[src/design/ntt_config.svh]
`ifndef NTT_CONFIG_SVH
`define NTT_CONFIG_SVH

// kyber point layout
// butterfly steps in one stage, same for radix-2 and radix-4
`define NTT_STEPS 32

// radix-4 stage count, p runs 0..2
`define NTT_R4_STAGES 3

// read strobe to write strobe, radix-2 butterfly pipeline
`define NTT_R2_WEN_DELAY 11
// same on the longer radix-4 pipeline
`define NTT_R4_WEN_DELAY 13

// enable hold after ren falls, radix-2
`define NTT_R2_DRAIN 10
// enable hold after ren falls, radix-4
`define NTT_R4_DRAIN 12

`endif

[src/design/ntt_pkg.sv]
package ntt_pkg;

  // butterfly index, shared by i, j and k
  typedef logic [4:0] step_idx_t;

  // radix-4 stage number p
  typedef logic [1:0] stage_t;

  // run mode word, read raw for loading and by flag for decode
  // idle is all zero, run sets active, done clears active and sets drain
  typedef union packed {
    logic [3:0] raw;
    struct packed {
      logic drain;
      logic inverse;
      logic radix4;
      logic active;
    } f;
  } run_mode_u;

  // host mode codes
  localparam logic [3:0] MODE_IDLE         = 4'b0000;
  localparam logic [3:0] MODE_R2_NTT       = 4'b0001;
  localparam logic [3:0] MODE_R4_NTT       = 4'b0011;
  localparam logic [3:0] MODE_R2_INTT      = 4'b0101;
  localparam logic [3:0] MODE_R4_INTT      = 4'b0111;
  localparam logic [3:0] MODE_DONE_R2_NTT  = 4'b1000;
  localparam logic [3:0] MODE_DONE_R4_NTT  = 4'b1010;
  localparam logic [3:0] MODE_DONE_R2_INTT = 4'b1100;
  localparam logic [3:0] MODE_DONE_R4_INTT = 4'b1110;

  // one-cycle done marker on the last step
  typedef logic [2:0] done_code_t;

  localparam done_code_t DONE_NONE    = 3'd0;
  localparam done_code_t DONE_R2_NTT  = 3'd1;
  localparam done_code_t DONE_R4_NTT  = 3'd2;
  localparam done_code_t DONE_R4_INTT = 3'd3;
  localparam done_code_t DONE_R2_INTT = 3'd4;

endpackage

[src/design/butterfly_enable_delay.sv]
`include "ntt_config.svh"

module butterfly_enable_delay (
  input  logic clk,
  input  logic rst,
  input  logic read_active,
  input  logic sel_radix4,
  input  logic draining,
  output logic wen,
  output logic en
);

  // per line taps, index 0 is read_active one cycle late
  localparam int R2_WEN_TAP = `NTT_R2_WEN_DELAY - 1;
  localparam int R4_WEN_TAP = `NTT_R4_WEN_DELAY - 1;
  // en_direct plus the drain count
  localparam int R2_EN_TAP  = `NTT_R2_DRAIN;
  localparam int R4_EN_TAP  = `NTT_R4_DRAIN;

  // tap outputs, bit 0 radix-2 and bit 1 radix-4
  logic [1:0] line_wen;
  logic [1:0] line_en;
  // unit enable while running
  logic       en_direct;

  // one history line per radix
  // each shifts only while its radix is selected
  for (genvar r = 0; r < 2; r++) begin : g_line
    localparam int WEN_TAP = (r == 0) ? R2_WEN_TAP : R4_WEN_TAP;
    localparam int EN_TAP  = (r == 0) ? R2_EN_TAP : R4_EN_TAP;
    localparam int LEN     = ((WEN_TAP > EN_TAP) ? WEN_TAP : EN_TAP) + 1;

    logic [LEN-1:0] hist;
    logic           shift_en;

    assign shift_en = (r == 0) ? ~sel_radix4 : sel_radix4;

    always_ff @(posedge clk or posedge rst) begin
      if (rst) begin
        hist <= '0;
      end else if (shift_en) begin
        hist <= {hist[LEN-2:0], read_active};
      end
    end

    assign line_wen[r] = hist[WEN_TAP];
    assign line_en[r]  = hist[EN_TAP];
  end

  // plain one cycle enable
  always_ff @(posedge clk or posedge rst) begin
    if (rst) begin
      en_direct <= 1'b0;
    end else begin
      en_direct <= read_active;
    end
  end

  // write strobe from the line of the current radix
  assign wen = line_wen[sel_radix4];

  // in the done state, hold enable until the pipeline empties
  assign en = draining ? line_en[sel_radix4] : en_direct;

endmodule

[src/design/ntt_addr_gen.sv]
module ntt_addr_gen (
  input  logic                clk,
  input  logic                rst,
  input  ntt_pkg::run_mode_u  run_mode,
  output logic                sel_radix4,
  output logic                sel_inverse,
  output ntt_pkg::step_idx_t  i,
  output ntt_pkg::step_idx_t  k,
  output ntt_pkg::step_idx_t  j,
  output ntt_pkg::stage_t     p,
  output ntt_pkg::done_code_t done_flag,
  output logic                wen,
  output logic                ren,
  output logic                en
);

  // control to counters
  logic run_r2;
  logic run_r4;
  logic inverse;
  // counters back to control
  logic r2_last;
  logic r4_last;
  // done state flag for the enable mux
  logic draining;

  ntt_ctrl ntt_ctrl_i (
    .clk         (clk),
    .rst         (rst),
    .run_mode    (run_mode),
    .r2_last     (r2_last),
    .r4_last     (r4_last),
    .run_r2      (run_r2),
    .run_r4      (run_r4),
    .inverse     (inverse),
    .draining    (draining),
    .sel_radix4  (sel_radix4),
    .sel_inverse (sel_inverse),
    .ren         (ren),
    .done_flag   (done_flag)
  );

  radix2_index_counter radix2_index_counter_i (
    .clk     (clk),
    .rst     (rst),
    .run_r2  (run_r2),
    .i       (i),
    .r2_last (r2_last)
  );

  radix4_index_counter radix4_index_counter_i (
    .clk     (clk),
    .rst     (rst),
    .run_r4  (run_r4),
    .inverse (inverse),
    .p       (p),
    .k       (k),
    .j       (j),
    .r4_last (r4_last)
  );

  // ren doubles as the read activity level
  butterfly_enable_delay butterfly_enable_delay_i (
    .clk         (clk),
    .rst         (rst),
    .read_active (ren),
    .sel_radix4  (sel_radix4),
    .draining    (draining),
    .wen         (wen),
    .en          (en)
  );

endmodule

[src/design/ntt_ctrl.sv]
module ntt_ctrl (
  input  logic                 clk,
  input  logic                 rst,
  input  ntt_pkg::run_mode_u   run_mode,
  input  logic                 r2_last,
  input  logic                 r4_last,
  output logic                 run_r2,
  output logic                 run_r4,
  output logic                 inverse,
  output logic                 draining,
  output logic                 sel_radix4,
  output logic                 sel_inverse,
  output logic                 ren,
  output ntt_pkg::done_code_t  done_flag
);
  import ntt_pkg::*;

  // registered host mode
  run_mode_u mode_q;
  // run flag honoured only without drain
  logic      run_ok;

  // mode register, one cycle behind the host
  always_ff @(posedge clk or posedge rst) begin
    if (rst) begin
      mode_q.raw <= MODE_IDLE;
    end else begin
      mode_q.raw <= run_mode.raw;
    end
  end

  // a word with both active and drain set counts as no run
  assign run_ok = mode_q.f.active & ~mode_q.f.drain;

  // counter run levels, straight from the mode flags
  assign run_r2   = run_ok & ~mode_q.f.radix4;
  assign run_r4   = run_ok & mode_q.f.radix4;
  // direction for the radix-4 stage walk
  assign inverse  = mode_q.f.inverse;
  // done state, enable follows the drain line
  assign draining = mode_q.f.drain;

  // datapath selects and read strobe
  // one more register, so two cycles after the host word
  always_ff @(posedge clk or posedge rst) begin
    if (rst) begin
      sel_radix4  <= 1'b0;
      sel_inverse <= 1'b0;
      ren         <= 1'b0;
    end else begin
      // selects stay set through the done state
      sel_radix4  <= mode_q.f.radix4;
      sel_inverse <= mode_q.f.inverse;
      ren         <= run_ok;
    end
  end

  // done code on the final step only
  // bound test sits in the counters, here just the mode
  always_comb begin
    done_flag = DONE_NONE;
    if (run_r2 && r2_last) begin
      // radix-2 pass finished
      if (mode_q.f.inverse) begin
        done_flag = DONE_R2_INTT;
      end else begin
        done_flag = DONE_R2_NTT;
      end
    end else if (run_r4 && r4_last) begin
      // last butterfly of the end stage
      if (mode_q.f.inverse) begin
        done_flag = DONE_R4_INTT;
      end else begin
        done_flag = DONE_R4_NTT;
      end
    end
  end

endmodule

[src/design/radix2_index_counter.sv]
`include "ntt_config.svh"

module radix2_index_counter (
  input  logic                clk,
  input  logic                rst,
  input  logic                run_r2,
  output ntt_pkg::step_idx_t  i,
  output logic                r2_last
);
  import ntt_pkg::*;

  // final butterfly of the single pass
  localparam step_idx_t I_LAST = step_idx_t'(`NTT_STEPS - 1);

  // one step per cycle during the run
  // cleared whenever the run level is low
  always_ff @(posedge clk or posedge rst) begin
    if (rst) begin
      i <= '0;
    end else if (run_r2) begin
      // 5 bits, wraps back to 0 after 31
      i <= i + 1'b1;
    end else begin
      i <= '0;
    end
  end

  // last step flag, mode check lives in the control
  assign r2_last = (i == I_LAST);

endmodule

[src/design/radix4_index_counter.sv]
`include "ntt_config.svh"

module radix4_index_counter (
  input  logic                clk,
  input  logic                rst,
  input  logic                run_r4,
  input  logic                inverse,
  output ntt_pkg::stage_t     p,
  output ntt_pkg::step_idx_t  k,
  output ntt_pkg::step_idx_t  j,
  output logic                r4_last
);
  import ntt_pkg::*;

  // highest stage, p = 2 for kyber
  localparam stage_t P_TOP = stage_t'(`NTT_R4_STAGES - 1);

  // stages done so far in this run, 0 at the start stage
  stage_t     st;
  // shift amount 2*p
  logic [2:0] shamt;
  // butterflies per group and groups per stage
  logic [5:0] j_span;
  logic [5:0] k_span;
  step_idx_t  j_max;
  step_idx_t  k_max;
  // wrap points of each loop level
  logic       j_wrap;
  logic       k_wrap;
  logic       p_end;

  // ntt walks 2,1,0 and intt walks 0,1,2
  assign p = inverse ? st : P_TOP - st;

  // 4^p butterflies per group
  assign shamt  = {p, 1'b0};
  assign j_span = 6'd1 << shamt;
  // 32 / 4^p groups
  assign k_span = 6'(`NTT_STEPS) >> shamt;
  assign j_max  = step_idx_t'(j_span - 6'd1);
  assign k_max  = step_idx_t'(k_span - 6'd1);

  assign j_wrap = (j == j_max);
  assign k_wrap = (k == k_max);
  // end stage reached after the last stage step
  assign p_end  = (st == P_TOP);

  // j fastest, then k, then p
  always_ff @(posedge clk or posedge rst) begin
    if (rst) begin
      st <= '0;
      k  <= '0;
      j  <= '0;
    end else if (!run_r4) begin
      // park at the start stage between runs
      st <= '0;
      k  <= '0;
      j  <= '0;
    end else if (!j_wrap) begin
      j <= j + 1'b1;
    end else begin
      j <= '0;
      if (!k_wrap) begin
        k <= k + 1'b1;
      end else begin
        k <= '0;
        // stage done, step p or restart the walk
        if (p_end) begin
          st <= '0;
        end else begin
          st <= st + 1'b1;
        end
      end
    end
  end

  // very last butterfly of the end stage
  assign r4_last = j_wrap & k_wrap & p_end;

endmodule

[config.mk]
export PLATFORM = sky130hd
export DESIGN_NAME = ntt_addr_gen
export DESIGN_NICKNAME = d
export VERILOG_FILES = /design/src/design/ntt_pkg.sv /design/src/design/butterfly_enable_delay.sv /design/src/design/ntt_addr_gen.sv /design/src/design/ntt_ctrl.sv /design/src/design/radix2_index_counter.sv /design/src/design/radix4_index_counter.sv
export VERILOG_INCLUDE_DIRS = /design/src /design/src/design
export SDC_FILE = /design/constraint.sdc
export NUM_CORES = 1
export LEC_CHECK = 0
export ABC_AREA = 1
export ABC_CLOCK_PERIOD_IN_PS = 4000
export BUFFER_PORTS_ARGS = -buffer_cell sky130_fd_sc_hd__buf_4
export CAP_MARGIN = 20
export CORE_MARGIN = 3
export CORE_UTILIZATION = 55
export CTS_CLUSTER_DIAMETER = 150
export CTS_CLUSTER_SIZE = 30
export DETAILED_ROUTE_END_ITERATION = 8
export PLACE_DENSITY = 0.77
export SLEW_MARGIN = 20
export SYNTH_ARGS = -nofsm -noshare
export SYNTH_HDL_FRONTEND = slang
export SYNTH_SLANG_ARGS = --single-unit
[constraint.sdc]
create_clock -name clk -period 4 [get_ports clk]
set_input_delay 0.6 -clock clk [delete_from_list [all_inputs] [get_ports clk]]
set_output_delay 0.6 -clock clk [all_outputs]
set_load 0.1 [all_outputs]
==> impl_metrics.toml, run 1 <==
[final_layout]
drive_above_1_share_pct = 17.2
final_cell_mix = "dfrtp_1 (49), nand2_1 (48), nor2_1 (38)"
fin_nets = 300
diodes = 0
layout_commonest_cell = "dfrtp_1"
syn2layout_area_growth_pct = 15.7

[setup_path]
path_max_fanout = 9
cp_top_family = "simple AND/OR/NAND/NOR gates"
worst_path_max_delay_cell = "dfrtp_1"
crit_cells = 16
startpoint_type = "flip-flop"
critPathBufInv = 4
slowest_delay_ns = 0.45
cp_cell_sequence = "inv_1, ha_1, inv_1, nand2_4, nand3_1, ha_1, inv_1, nand2_1, nand2_1, nand3_1, nor2_1, nand2_2, nor2_1, nand2_1, nor2_1, buf_4"
r2r_slack_ns = 1.47
crit_arrival_ns = 2.92
endpoint_kind = "primary output"
rr_endpoint = "radix4_index_counter_i.st[0]$_DFFE_PP0P_"
r2r_start = "radix4_index_counter_i.st[0]$_DFFE_PP0P_"
path_class = "flip-flop to primary output"
worstPathRequired_ns = 3.40
r2r_cells = 16

[hold_path]
hold_end = "ntt_ctrl_i.sel_radix4$_DFF_PP0_"
holdPathStages = 0
hold_start = "ntt_ctrl_i.mode_q[1]$_DFF_PP0_"
hp-class = "flip-flop to flip-flop"

[timing]
tns_ns = 0
finalHoldViolCount = 0
slew_headroom_pct = 45.2
layout_min_cycle_time_ns = 3.52
fin_crit_sh_pct = 88.1
finalClockSkew_ns = 0.00515
tightest_slew_ns = 0.822
worst_hold_slack_ns = 0.392
setup_violations = 0
rsz0062_at_grt = "no"
drv_slew = 0
max_freq_mhz = 284

[die]
start_util_pct = 59.3
die_area_sq_mm = 0.00490
core_sq_mm = 0.00380
boundaryPins = 31
dieHeight_um = 70.0
num_rows = 22
dieWidth_um = 70.0

[placement]
routabilityCongestion = 0.788
io_buffers = 30
hpwl_um = 2690

[synth]
syn_nets = 270
ys_ff_latch = 49
syn_avg_cell_area_sq_um = 8.87
ys_seq_area_share_pct = 54.4
yosysUniqueCellTypes = 23
synth_warnings = 0
syn_area_sq_mm = 0.00225
synth_cells = 254

[detailed_routing]
viasPerCell = 4.93
wl_um = 3810
drt_iter0_drc = 103
wire_per_inst_um = 11.5
vias = 1642
drc = 0
ant_nets = 0
firstDrtPassIters = 4

[power]
ir_drop_mv = 0.309
power.leakage_nw = 1.33
p_per_area_mw_per_mm2 = 401
finalPower_mw = 1.05

[clock_network]
clk_pin_slew_ns = 0.09
ctsHoldBuffers = 0
clockBufferDepth = 2
clock-sinks = 49
cts_setup_buffers = 0
cts_root_buffer = "clkbuf_8"
cts_tree = "done"
clock_latency_ns = 0.30
cts-resized-gates = 0
cts_max_level = 2
cts_made_buffers = 5

[outcome]
outcome = "completed"

[grt]
grt_pass1_wl_um = 6670
track_usage_pct = 17.1
grt-ovfl-total = 0
antenna_found_initial = 0
grt_max_degree = 50
grt_pass1_vias = 1526

[job]
drv_cap = 0
==> per-stage QoR <==
| stage | instances | worst slack (ns) | area (sq um) | utilization, % |
|---|---|---|---|---|
| 3_5_place_dp | 325 | 0.781 | 2500 | 65.8 |
| 5_1_grt | 333 | 0.198 | 2610 | 68.6 |
| 2_1_floorplan | 254 | 0.143 | 2250 | - |
| 6_report | 333 | 0.475 | 2610 | 68.6 |
| 3_3_place_gp | 325 | 0.954 | 2500 | 65.8 |
| 4_1_cts | 333 | 0.448 | 2600 | 68.5 |
==> synth_stat cells <==
master     n  share of area [%]
dfrtp_1   49                 54
buf_2      1               0.22
nand2_4    1               0.50
nand3_1   17                3.8
xor2_1     4                1.6
nand2_1   48                8.0
a21oi_1   14                3.1
a21oi_2    1               0.39
nor3_2     1               0.44
nand3b_1   1               0.33
buf_6      1               0.50
buf_1      1               0.17
nor2_1    38                6.3
inv_1     37                6.2
nand2_2    2               0.56
buf_4      2               0.67
nand3_4    1               0.78
clkbuf_1   3               0.50
o21ai_0   17                3.8
nand3_2    1               0.44
xnor2_1    2               0.78
ha_1      10                5.6
mux2_2     2                1.0
==> worst register-to-register path, stage by stage, from the launching register on <==
cell and delay, ns:
dfrtp_1 0.45, inv_1 0.16, ha_1 0.30, inv_1 0.05, nand2_4 0.08, nand3_1 0.13, ha_1 0.33, inv_1 0.06
nand2_1 0.05, nand2_1 0.06, nand3_1 0.06, nor2_1 0.13, nand2_2 0.13, nand2_2 0.22, nand2_1 0.10, nand2_1 0.06
nand2_1 0.05
==> cell families after synthesis <==
family	share of synthesized area, %
buffers and inverters	8.22
AND/OR/NAND/NOR	21.2
flip-flops	54.4
adder cells (fa/ha/maj)	5.56
AO/OA/AOI/OAI	7.28
multiplexers	1.00
XOR/XNOR	2.33
==> state kept, by name, indices dropped and copies added, names as in the netlist <==
| signal | cells |
|---|---|
| butterfly_enable_delay_i.en_direct | 1 |
| butterfly_enable_delay_i.g_line.hist | 24 |
| ntt_ctrl_i.mode_q | 4 |
| ntt_ctrl_i.ren | 1 |
| ntt_ctrl_i.sel_inverse | 1 |
| ntt_ctrl_i.sel_radix4 | 1 |
| radix2_index_counter_i.i | 5 |
| radix4_index_counter_i.j | 5 |
| radix4_index_counter_i.k | 5 |
| radix4_index_counter_i.st | 2 |
==> worst max-delay path by stage <==
| stage | start | end | slack, ns |
|---|---|---|---|
| final | radix4_index_counter_i.st[0]$_DFFE_PP0P_ | done_flag[1] | 0.48 |
| after global routing | radix4_index_counter_i.st[0]$_DFFE_PP0P_ | done_flag[1] | 0.20 |
| after CTS | radix4_index_counter_i.st[0]$_DFFE_PP0P_ | done_flag[1] | 0.45 |
| after detailed placement | radix4_index_counter_i.st[0]$_DFFE_PP0P_ | done_flag[1] | 0.78 |
| after global placement | radix4_index_counter_i.st[0]$_DFFE_PP0P_ | done_flag[1] | 0.95 |
| after floorplan | radix4_index_counter_i.st[0]$_DFFE_PP0P_ | done_flag[1] | 0.14 |
==> power breakdown <==
part | switching, mW | internal (mW) | leakage, nW
sequential | 0.0198 | 0.535 | 0.616
clock | 0.162 | 0.160 | 0.0549
combinational | 0.124 | 0.0456 | 0.657
total | 0.306 | 0.740 | 1.33
==> layer usage <==
metal | part of all wire (%) | routed length, um | vias to the layer above | GRT usage, %
met4 | 1.7 | 64 | 0 | 7.66
met2 | 44 | 1680 | 36 | 26.2
met1 | 50 | 1900 | 756 | 23.4
met5 | 0 | 0 | - | 0
met3 | 4.3 | 164 | 5 | 3.45
li1 | - | - | 845 | -
==> area by class of cell <==
| class | count | area [sq um] |
|---|---|---|
| clock buffers | 7 | 96.3 |
| clock inverters | 1 | 8.76 |
| fillers | 320 | 1190 |
| inverters | 37 | 140 |
| multi-input cells | 160 | 841 |
| flip-flops and latches | 49 | 1230 |
| well taps | 48 | 60.1 |
| repair buffers | 31 | 233 |
Power figures use the tool's default switching activity.
==> run 2: changes to the inputs <==
--- a/config.mk
+++ b/config.mk
@@ -6,10 +6,10 @@
 export SDC_FILE = /design/constraint.sdc
 export NUM_CORES = 1
 export LEC_CHECK = 0
-export ABC_AREA = 1
 export ABC_CLOCK_PERIOD_IN_PS = 4000
 export BUFFER_PORTS_ARGS = -buffer_cell sky130_fd_sc_hd__buf_4
 export CAP_MARGIN = 20
+export CORE_ASPECT_RATIO = 0.5
 export CORE_MARGIN = 3
 export CORE_UTILIZATION = 55
 export CTS_CLUSTER_DIAMETER = 150
==> run 2 against run 1 <==
Via count shrank 15%. Synthesized cell count shrank 30%. Clock power shrank 6.2%. Fmax shrank 5.3%. Non-clock buffer count is the same. Sequential cell count is the same. Clock skew grew 0.0026 ns.
==> impl_metrics.toml, run 2 <==
[detailed_routing]
drc = 0
vias = 1399
dr_wl_met3_um = 175
ant_nets = 0
drt_iter0_drc = 28
wire_per_inst_um = 13.3
wirelength_met1_um = 1670
topRoutingLayerUsed = "met4"
dr_wl_met2_um = 1640
firstDrtPassIters = 4
viasPerCell = 5.32
wl_um = 3510

[timing]
drv_slew = 0
rsz0062_at_grt = "no"
finalClockSkew_ns = 0.00771
layout_min_cycle_time_ns = 3.72
fin_crit_sh_pct = 93.1
tightest_slew_ns = 0.797
tns_ns = 0
finalHoldViolCount = 0
setup_violations = 0
slew_headroom_pct = 46.8
max_freq_mhz = 269

[power]
p_per_area_mw_per_mm2 = 427
ir_drop_mv = 0.149
power.leakage_nw = 1.28
finalPower_mw = 1.10

[synth]
synth_ff_type = "dfrtp_1"
synth_top_area_share_pct = 55.3
async_flop_share_pct = 100
synth_most_common_cell = "dfrtp_1"
synth_edf_count = 0
syn_area_sq_mm = 0.00222
synth.largest_area_cell = "dfrtp_1"
synth_area_leaders = "dfrtp_1 (55%), mux2_2 (13%), ha_1 (5.6%)"
synthTopCellsByCount = "dfrtp_1 (49), mux2_2 (26), nor2_1 (13)"
yosysUniqueCellTypes = 37
syn_avg_cell_area_sq_um = 12.5
ys_seq_area_share_pct = 55.3
ys_ff_latch = 49
synth_warnings = 0
syn_nets = 194
synth_cells = 178

[clock_network]
cts-resized-gates = 0
cts_root_buffer = "clkbuf_8"
clockBufferDepth = 2
clk_pin_slew_ns = 0.10
ctsHoldBuffers = 0
clock_latency_ns = 0.30
cts_max_level = 2
cts_made_buffers = 5
cts_setup_buffers = 0
cts_tree = "done"
clock-sinks = 49

[outcome]
outcome = "completed"

[final_layout]
syn2layout_area_growth_pct = 16.6
fin_nets = 227
largest_register_ffs = 24
drive_above_1_share_pct = 36.8
diodes = 0
top_register = "butterfly_enable_delay_i.g_line.hist"
layout_commonest_cell = "dfrtp_1"
fill_cells = 281
stdcell_area_sq_mm = 0.00258
final_cell_mix = "dfrtp_1 (49), buf_4 (31), mux2_2 (26)"

[setup_path]
endpoint_kind = "primary output"
r2r_cells = 12
path_max_fanout = 8
cp_cell_sequence = "inv_1, ha_1, nand2b_4, nand2_1, inv_1, ha_1, and3b_2, o211ai_1, a21oi_1, o211a_4, and2_4, a41o_1, buf_4"
slowest_delay_ns = 0.49
cp_top_family = "compound AO/OA/AOI/OAI gates"
worst_path_max_delay_cell = "dfrtp_1"
crit_arrival_ns = 3.12
critPathBufInv = 3
path_class = "flip-flop to primary output"
r2r_slack_ns = 1.29
r2r_start = "radix4_index_counter_i.st[0]$_DFFE_PP0P_"
startpoint_type = "flip-flop"
worstPathRequired_ns = 3.40
rr_endpoint = "radix4_index_counter_i.k[2]$_DFFE_PP0P_"

[placement]
io_buffers = 30
hpwl_um = 2450
place_area_sq_mm = 0.00249
routabilityCongestion = 0.875

[die]
die_area_sq_mm = 0.00488
boundaryPins = 31
core_sq_mm = 0.00364
dieHeight_um = 50.9
num_rows = 15
dieWidth_um = 95.8
start_util_pct = 60.9

[grt]
grt-ovfl-total = 0
grt_pass1_wl_um = 6130
track_usage_pct = 16.7
grt_max_degree = 50
grt_pass1_vias = 1423
antenna_found_initial = 0

[hold_path]
holdPathStages = 1
hp-class = "primary input to flip-flop"
hold_start = "run_mode[3]"
hold_end = "ntt_ctrl_i.mode_q[3]$_DFF_PP0_"

[job]
drv_cap = 0
-- run 2: cell count changes after synthesis, sizes merged, moves of 5 or more --
cell   change
a21oi     -12
and2       +5
mux2      +24
nor2      -24
nand2     -41
inv       -29
o21ai     -16
nand3     -12
-- run 2: power by group --
group	leakage, nW	switching [mW]	total [mW]	internal [mW]
Clock	0.0452	0.175	0.302	0.128
Combinational	0.592	0.125	0.205	0.0796
Sequential	0.644	0.0331	0.598	0.565
-- run 2: through the flow --
| stage | cells | utilization, % | setup WS (ns) | hold WS (ns) |
|---|---|---|---|---|
| finish | 263 | 71.0 | 0.276 | 0.395 |
| global route | 263 | 71.0 | 0.0661 | 0.378 |
| CTS | 263 | 71.0 | 0.252 | 0.388 |
| detailed placement | 255 | 68.4 | 0.602 | 0.427 |
| global placement | 255 | 68.4 | 0.658 | 0.419 |
| floorplan | 178 | - | 0.464 | 0.399 |
-- run 2: per-layer routing --
| layer | GRT usage, % | vias up |
|---|---|---|
| met4 | 5.19 | 0 |
| met2 | 28.4 | 31 |
| met5 | 0 | - |
| met1 | 20.5 | 691 |
| met3 | 5.29 | 3 |
| li1 | - | 674 |
-- run 2: cells by family after synthesis --
| family | count (synthesis) | synth area share, % |
|---|---|---|
| XOR/XNOR | 10 | 3.95 |
| flip-flops | 49 | 55.3 |
| multiplexers | 27 | 13.8 |
| adder cells (fa/ha/maj) | 10 | 5.64 |
| AND/OR/NAND/NOR | 53 | 12.9 |
| AO/OA/AOI/OAI | 16 | 5.93 |
| buffers and inverters | 13 | 2.43 |
-- run 2: cell type report --
class / instances / area [sq um] / area share (%)
Multi-Input combinational cell: 116 / 937 / 36.3
Tap cell: 51 / 63.8 / 2.47
Sequential cell: 49 / 1230 / 47.4
Clock buffer: 5 / 68.8 / 2.66
Timing Repair Buffer: 31 / 233 / 9.00
Inverter: 8 / 31.3 / 1.21
Clock inverter: 3 / 25.0 / 0.968
-- run 2: worst max path at each step --
stage,from,endpoint,slack [ns],depth (start not counted)
finish,radix4_index_counter_i.st[0]$_DFFE_PP0P_,done_flag[0],0.28,13
detailed placement,radix4_index_counter_i.st[0]$_DFFE_PP0P_,done_flag[0],0.60,13
global route,radix4_index_counter_i.st[0]$_DFFE_PP0P_,done_flag[1],0.07,12
global placement,radix4_index_counter_i.st[0]$_DFFE_PP0P_,done_flag[0],0.66,13
floorplan,radix4_index_counter_i.st[0]$_DFFE_PP0P_,done_flag[1],0.46,12
CTS,radix4_index_counter_i.st[0]$_DFFE_PP0P_,done_flag[0],0.25,13
-- run 2: worst reg2reg max path, stage by stage (launching register included) --
cell	delay (ns)
dfrtp_1	0.49
inv_1	0.14
ha_1	0.36
nand2b_4	0.09
nand2_1	0.10
inv_1	0.11
ha_1	0.17
and3b_2	0.22
o211ai_1	0.10
a21oi_1	0.10
o211a_4	0.27
nor3_2	0.31
a41o_1	0.22
==> run 3: changes to the inputs <==
--- a/config.mk
+++ b/config.mk
@@ -6,9 +6,9 @@
 export SDC_FILE = /design/constraint.sdc
 export NUM_CORES = 1
 export LEC_CHECK = 0
-export ABC_CLOCK_PERIOD_IN_PS = 4000
+export ABC_CLOCK_PERIOD_IN_PS = 4500
 export BUFFER_PORTS_ARGS = -buffer_cell sky130_fd_sc_hd__buf_4
-export CAP_MARGIN = 20
+export CAP_MARGIN = 40
 export CORE_ASPECT_RATIO = 0.5
 export CORE_MARGIN = 3
 export CORE_UTILIZATION = 55
==> constraint.sdc (replaced) <==
create_clock -name clk -period 4.5 [get_ports clk]
set_input_delay 0.675 -clock clk [delete_from_list [all_inputs] [get_ports clk]]
set_output_delay 0.675 -clock clk [all_outputs]
set_load 0.1 [all_outputs]
==> run 3 against run 2 <==
Final cell count up 0.38%. Clock power down 12%. Hold slack got worse by 0.077 ns. Die area stayed put. Design area up 0.73%. Combinational power shrank 9.8%. Critical path depth unchanged. Count of clock-buffer cells in the layout unchanged.
==> impl_metrics.toml, run 3 (synthesis gave the netlist of run 2 again) <==
[detailed_routing]
drc = 0
wirelength_met1_um = 1750
dr_wl_met3_um = 112
viasPerCell = 5.34
ant_nets = 0
drt_iter0_drc = 34
wl_um = 3710
topRoutingLayerUsed = "met4"
wire_per_inst_um = 14.1
dr_wl_met2_um = 1830
vias = 1411
firstDrtPassIters = 4

[power]
p_per_area_mw_per_mm2 = 378
finalPower_mw = 0.984
ir_drop_mv = 0.153
power.leakage_nw = 1.29

[die]
dieWidth_um = 95.8
core_sq_mm = 0.00364
boundaryPins = 31
start_util_pct = 60.9
dieHeight_um = 50.9
die_area_sq_mm = 0.00488
num_rows = 15

[timing]
slew_headroom_pct = 54.8
rsz0062_at_grt = "no"
setup_ws_ns = 0.634
tightest_slew_ns = 0.671
drv_slew = 0
fin_crit_sh_pct = 85.9
layout_min_cycle_time_ns = 3.87
finalClockSkew_ns = 0.00917
tns_ns = 0
setup_violations = 0
finalHoldViolCount = 0
max_freq_mhz = 259

[clock_network]
cts_setup_buffers = 0
cts_root_buffer = "clkbuf_8"
ctsHoldBuffers = 0
clk_pin_slew_ns = 0.09
clock_latency_ns = 0.31
cts_tree = "done"
clockBufferDepth = 2
cts_made_buffers = 5
clock-sinks = 49
cts-resized-gates = 0
cts_max_level = 2

[grt]
grt-ovfl-total = 0
antenna_found_initial = 0
grt_pass1_vias = 1457
grt_max_degree = 37
track_usage_pct = 17.6
grt_pass1_wl_um = 6580

[final_layout]
fill_cells = 288
syn2layout_area_growth_pct = 17.4
final_cell_mix = "dfrtp_1 (49), buf_4 (31), mux2_2 (26)"
diodes = 0
stdcell_area_sq_mm = 0.00260
postLayoutCoreUtil_pct = 71.5
largest_register_ffs = 24
top_register = "butterfly_enable_delay_i.g_line.hist"
layout_commonest_cell = "dfrtp_1"
fin_nets = 228
drive_above_1_share_pct = 37.1

[setup_path]
path_max_fanout = 8
cp_cell_sequence = "inv_1, ha_1, nand2b_4, nand2_1, inv_1, ha_1, and3b_2, o211ai_1, a21oi_1, o211a_4, and2_4, a41o_1, buf_4"
path_class = "flip-flop to primary output"
worst_path_max_delay_cell = "dfrtp_1"
endpoint_kind = "primary output"
worstPathRequired_ns = 3.83
crit_arrival_ns = 3.19
startpoint_type = "flip-flop"
slowest_delay_ns = 0.52

[placement]
place_area_sq_mm = 0.00251
routabilityCongestion = 0.874
io_buffers = 30
hpwl_um = 2640
pre_cts_slack_ns = 0.989

[outcome]
outcome = "completed"

[job]
drv_cap = 0

[hold_path]
hp-class = "primary input to async pin"
## run 3: area by class of cell
class	count	area (sq um)	share of cell area (%)
Inverter	8	30.0	1.15
Multi-Input combinational cell	116	937	36.0
Tap cell	51	63.8	2.45
Clock inverter	3	25.0	0.961
Timing Repair Buffer	32	253	9.71
Clock buffer	5	68.8	2.64
Sequential cell	49	1230	47.1
## run 3: path summary, 6_finish.rpt
check / start / end / slack, ns / depth (start not counted)
setup reg to reg: radix4_index_counter_i.st[0]$_DFFE_PP0P_ / radix4_index_counter_i.k[2]$_DFFE_PP0P_ / 1.69 / 12
max in group asynchronous: rst / butterfly_enable_delay_i.g_line[1].hist[5]$_DFFE_PP0P_ / 3.72 / 3
hold / removal: rst / radix4_index_counter_i.k[2]$_DFFE_PP0P_ / 0.32 / 2
hold reg to reg: ntt_ctrl_i.ren$_DFF_PP0_ / butterfly_enable_delay_i.en_direct$_DFF_PP0_ / 0.46 / 0
min in group clk: ntt_ctrl_i.ren$_DFF_PP0_ / butterfly_enable_delay_i.en_direct$_DFF_PP0_ / 0.46 / 0
setup / recovery: radix4_index_counter_i.st[0]$_DFFE_PP0P_ / done_flag[0] / 0.63 / 13
## run 3: stage by stage
stage	instances	hold WS (ns)
floorplan	178	0.399
global placement	255	0.419
detailed placement	256	0.437
CTS	264	0.324
global route	264	0.332
finish	264	0.318
## run 3: worst max-delay path: cells and delay by family (launching register included)
| family | cells | cell delay (ns) |
|---|---|---|
| compound gates | 4 | 0.67 |
| fa+ha+maj | 2 | 0.56 |
| buf+inv | 3 | 0.53 |
| simple gates | 4 | 0.61 |
| flops | 1 | 0.52 |
## run 3: per-layer routing
| layer | global-route usage (%) | vias up |
|---|---|---|
| met5 | 0 | - |
| met3 | 3.97 | 3 |
| li1 | - | 679 |
| met1 | 22.2 | 708 |
| met4 | 4.95 | 0 |
| met2 | 30.7 | 21 |
## run 3: power by group
part	internal (mW)	switching [mW]
Clock	0.112	0.154
Combinational	0.0726	0.113
Sequential	0.502	0.0306
Total	0.687	0.297
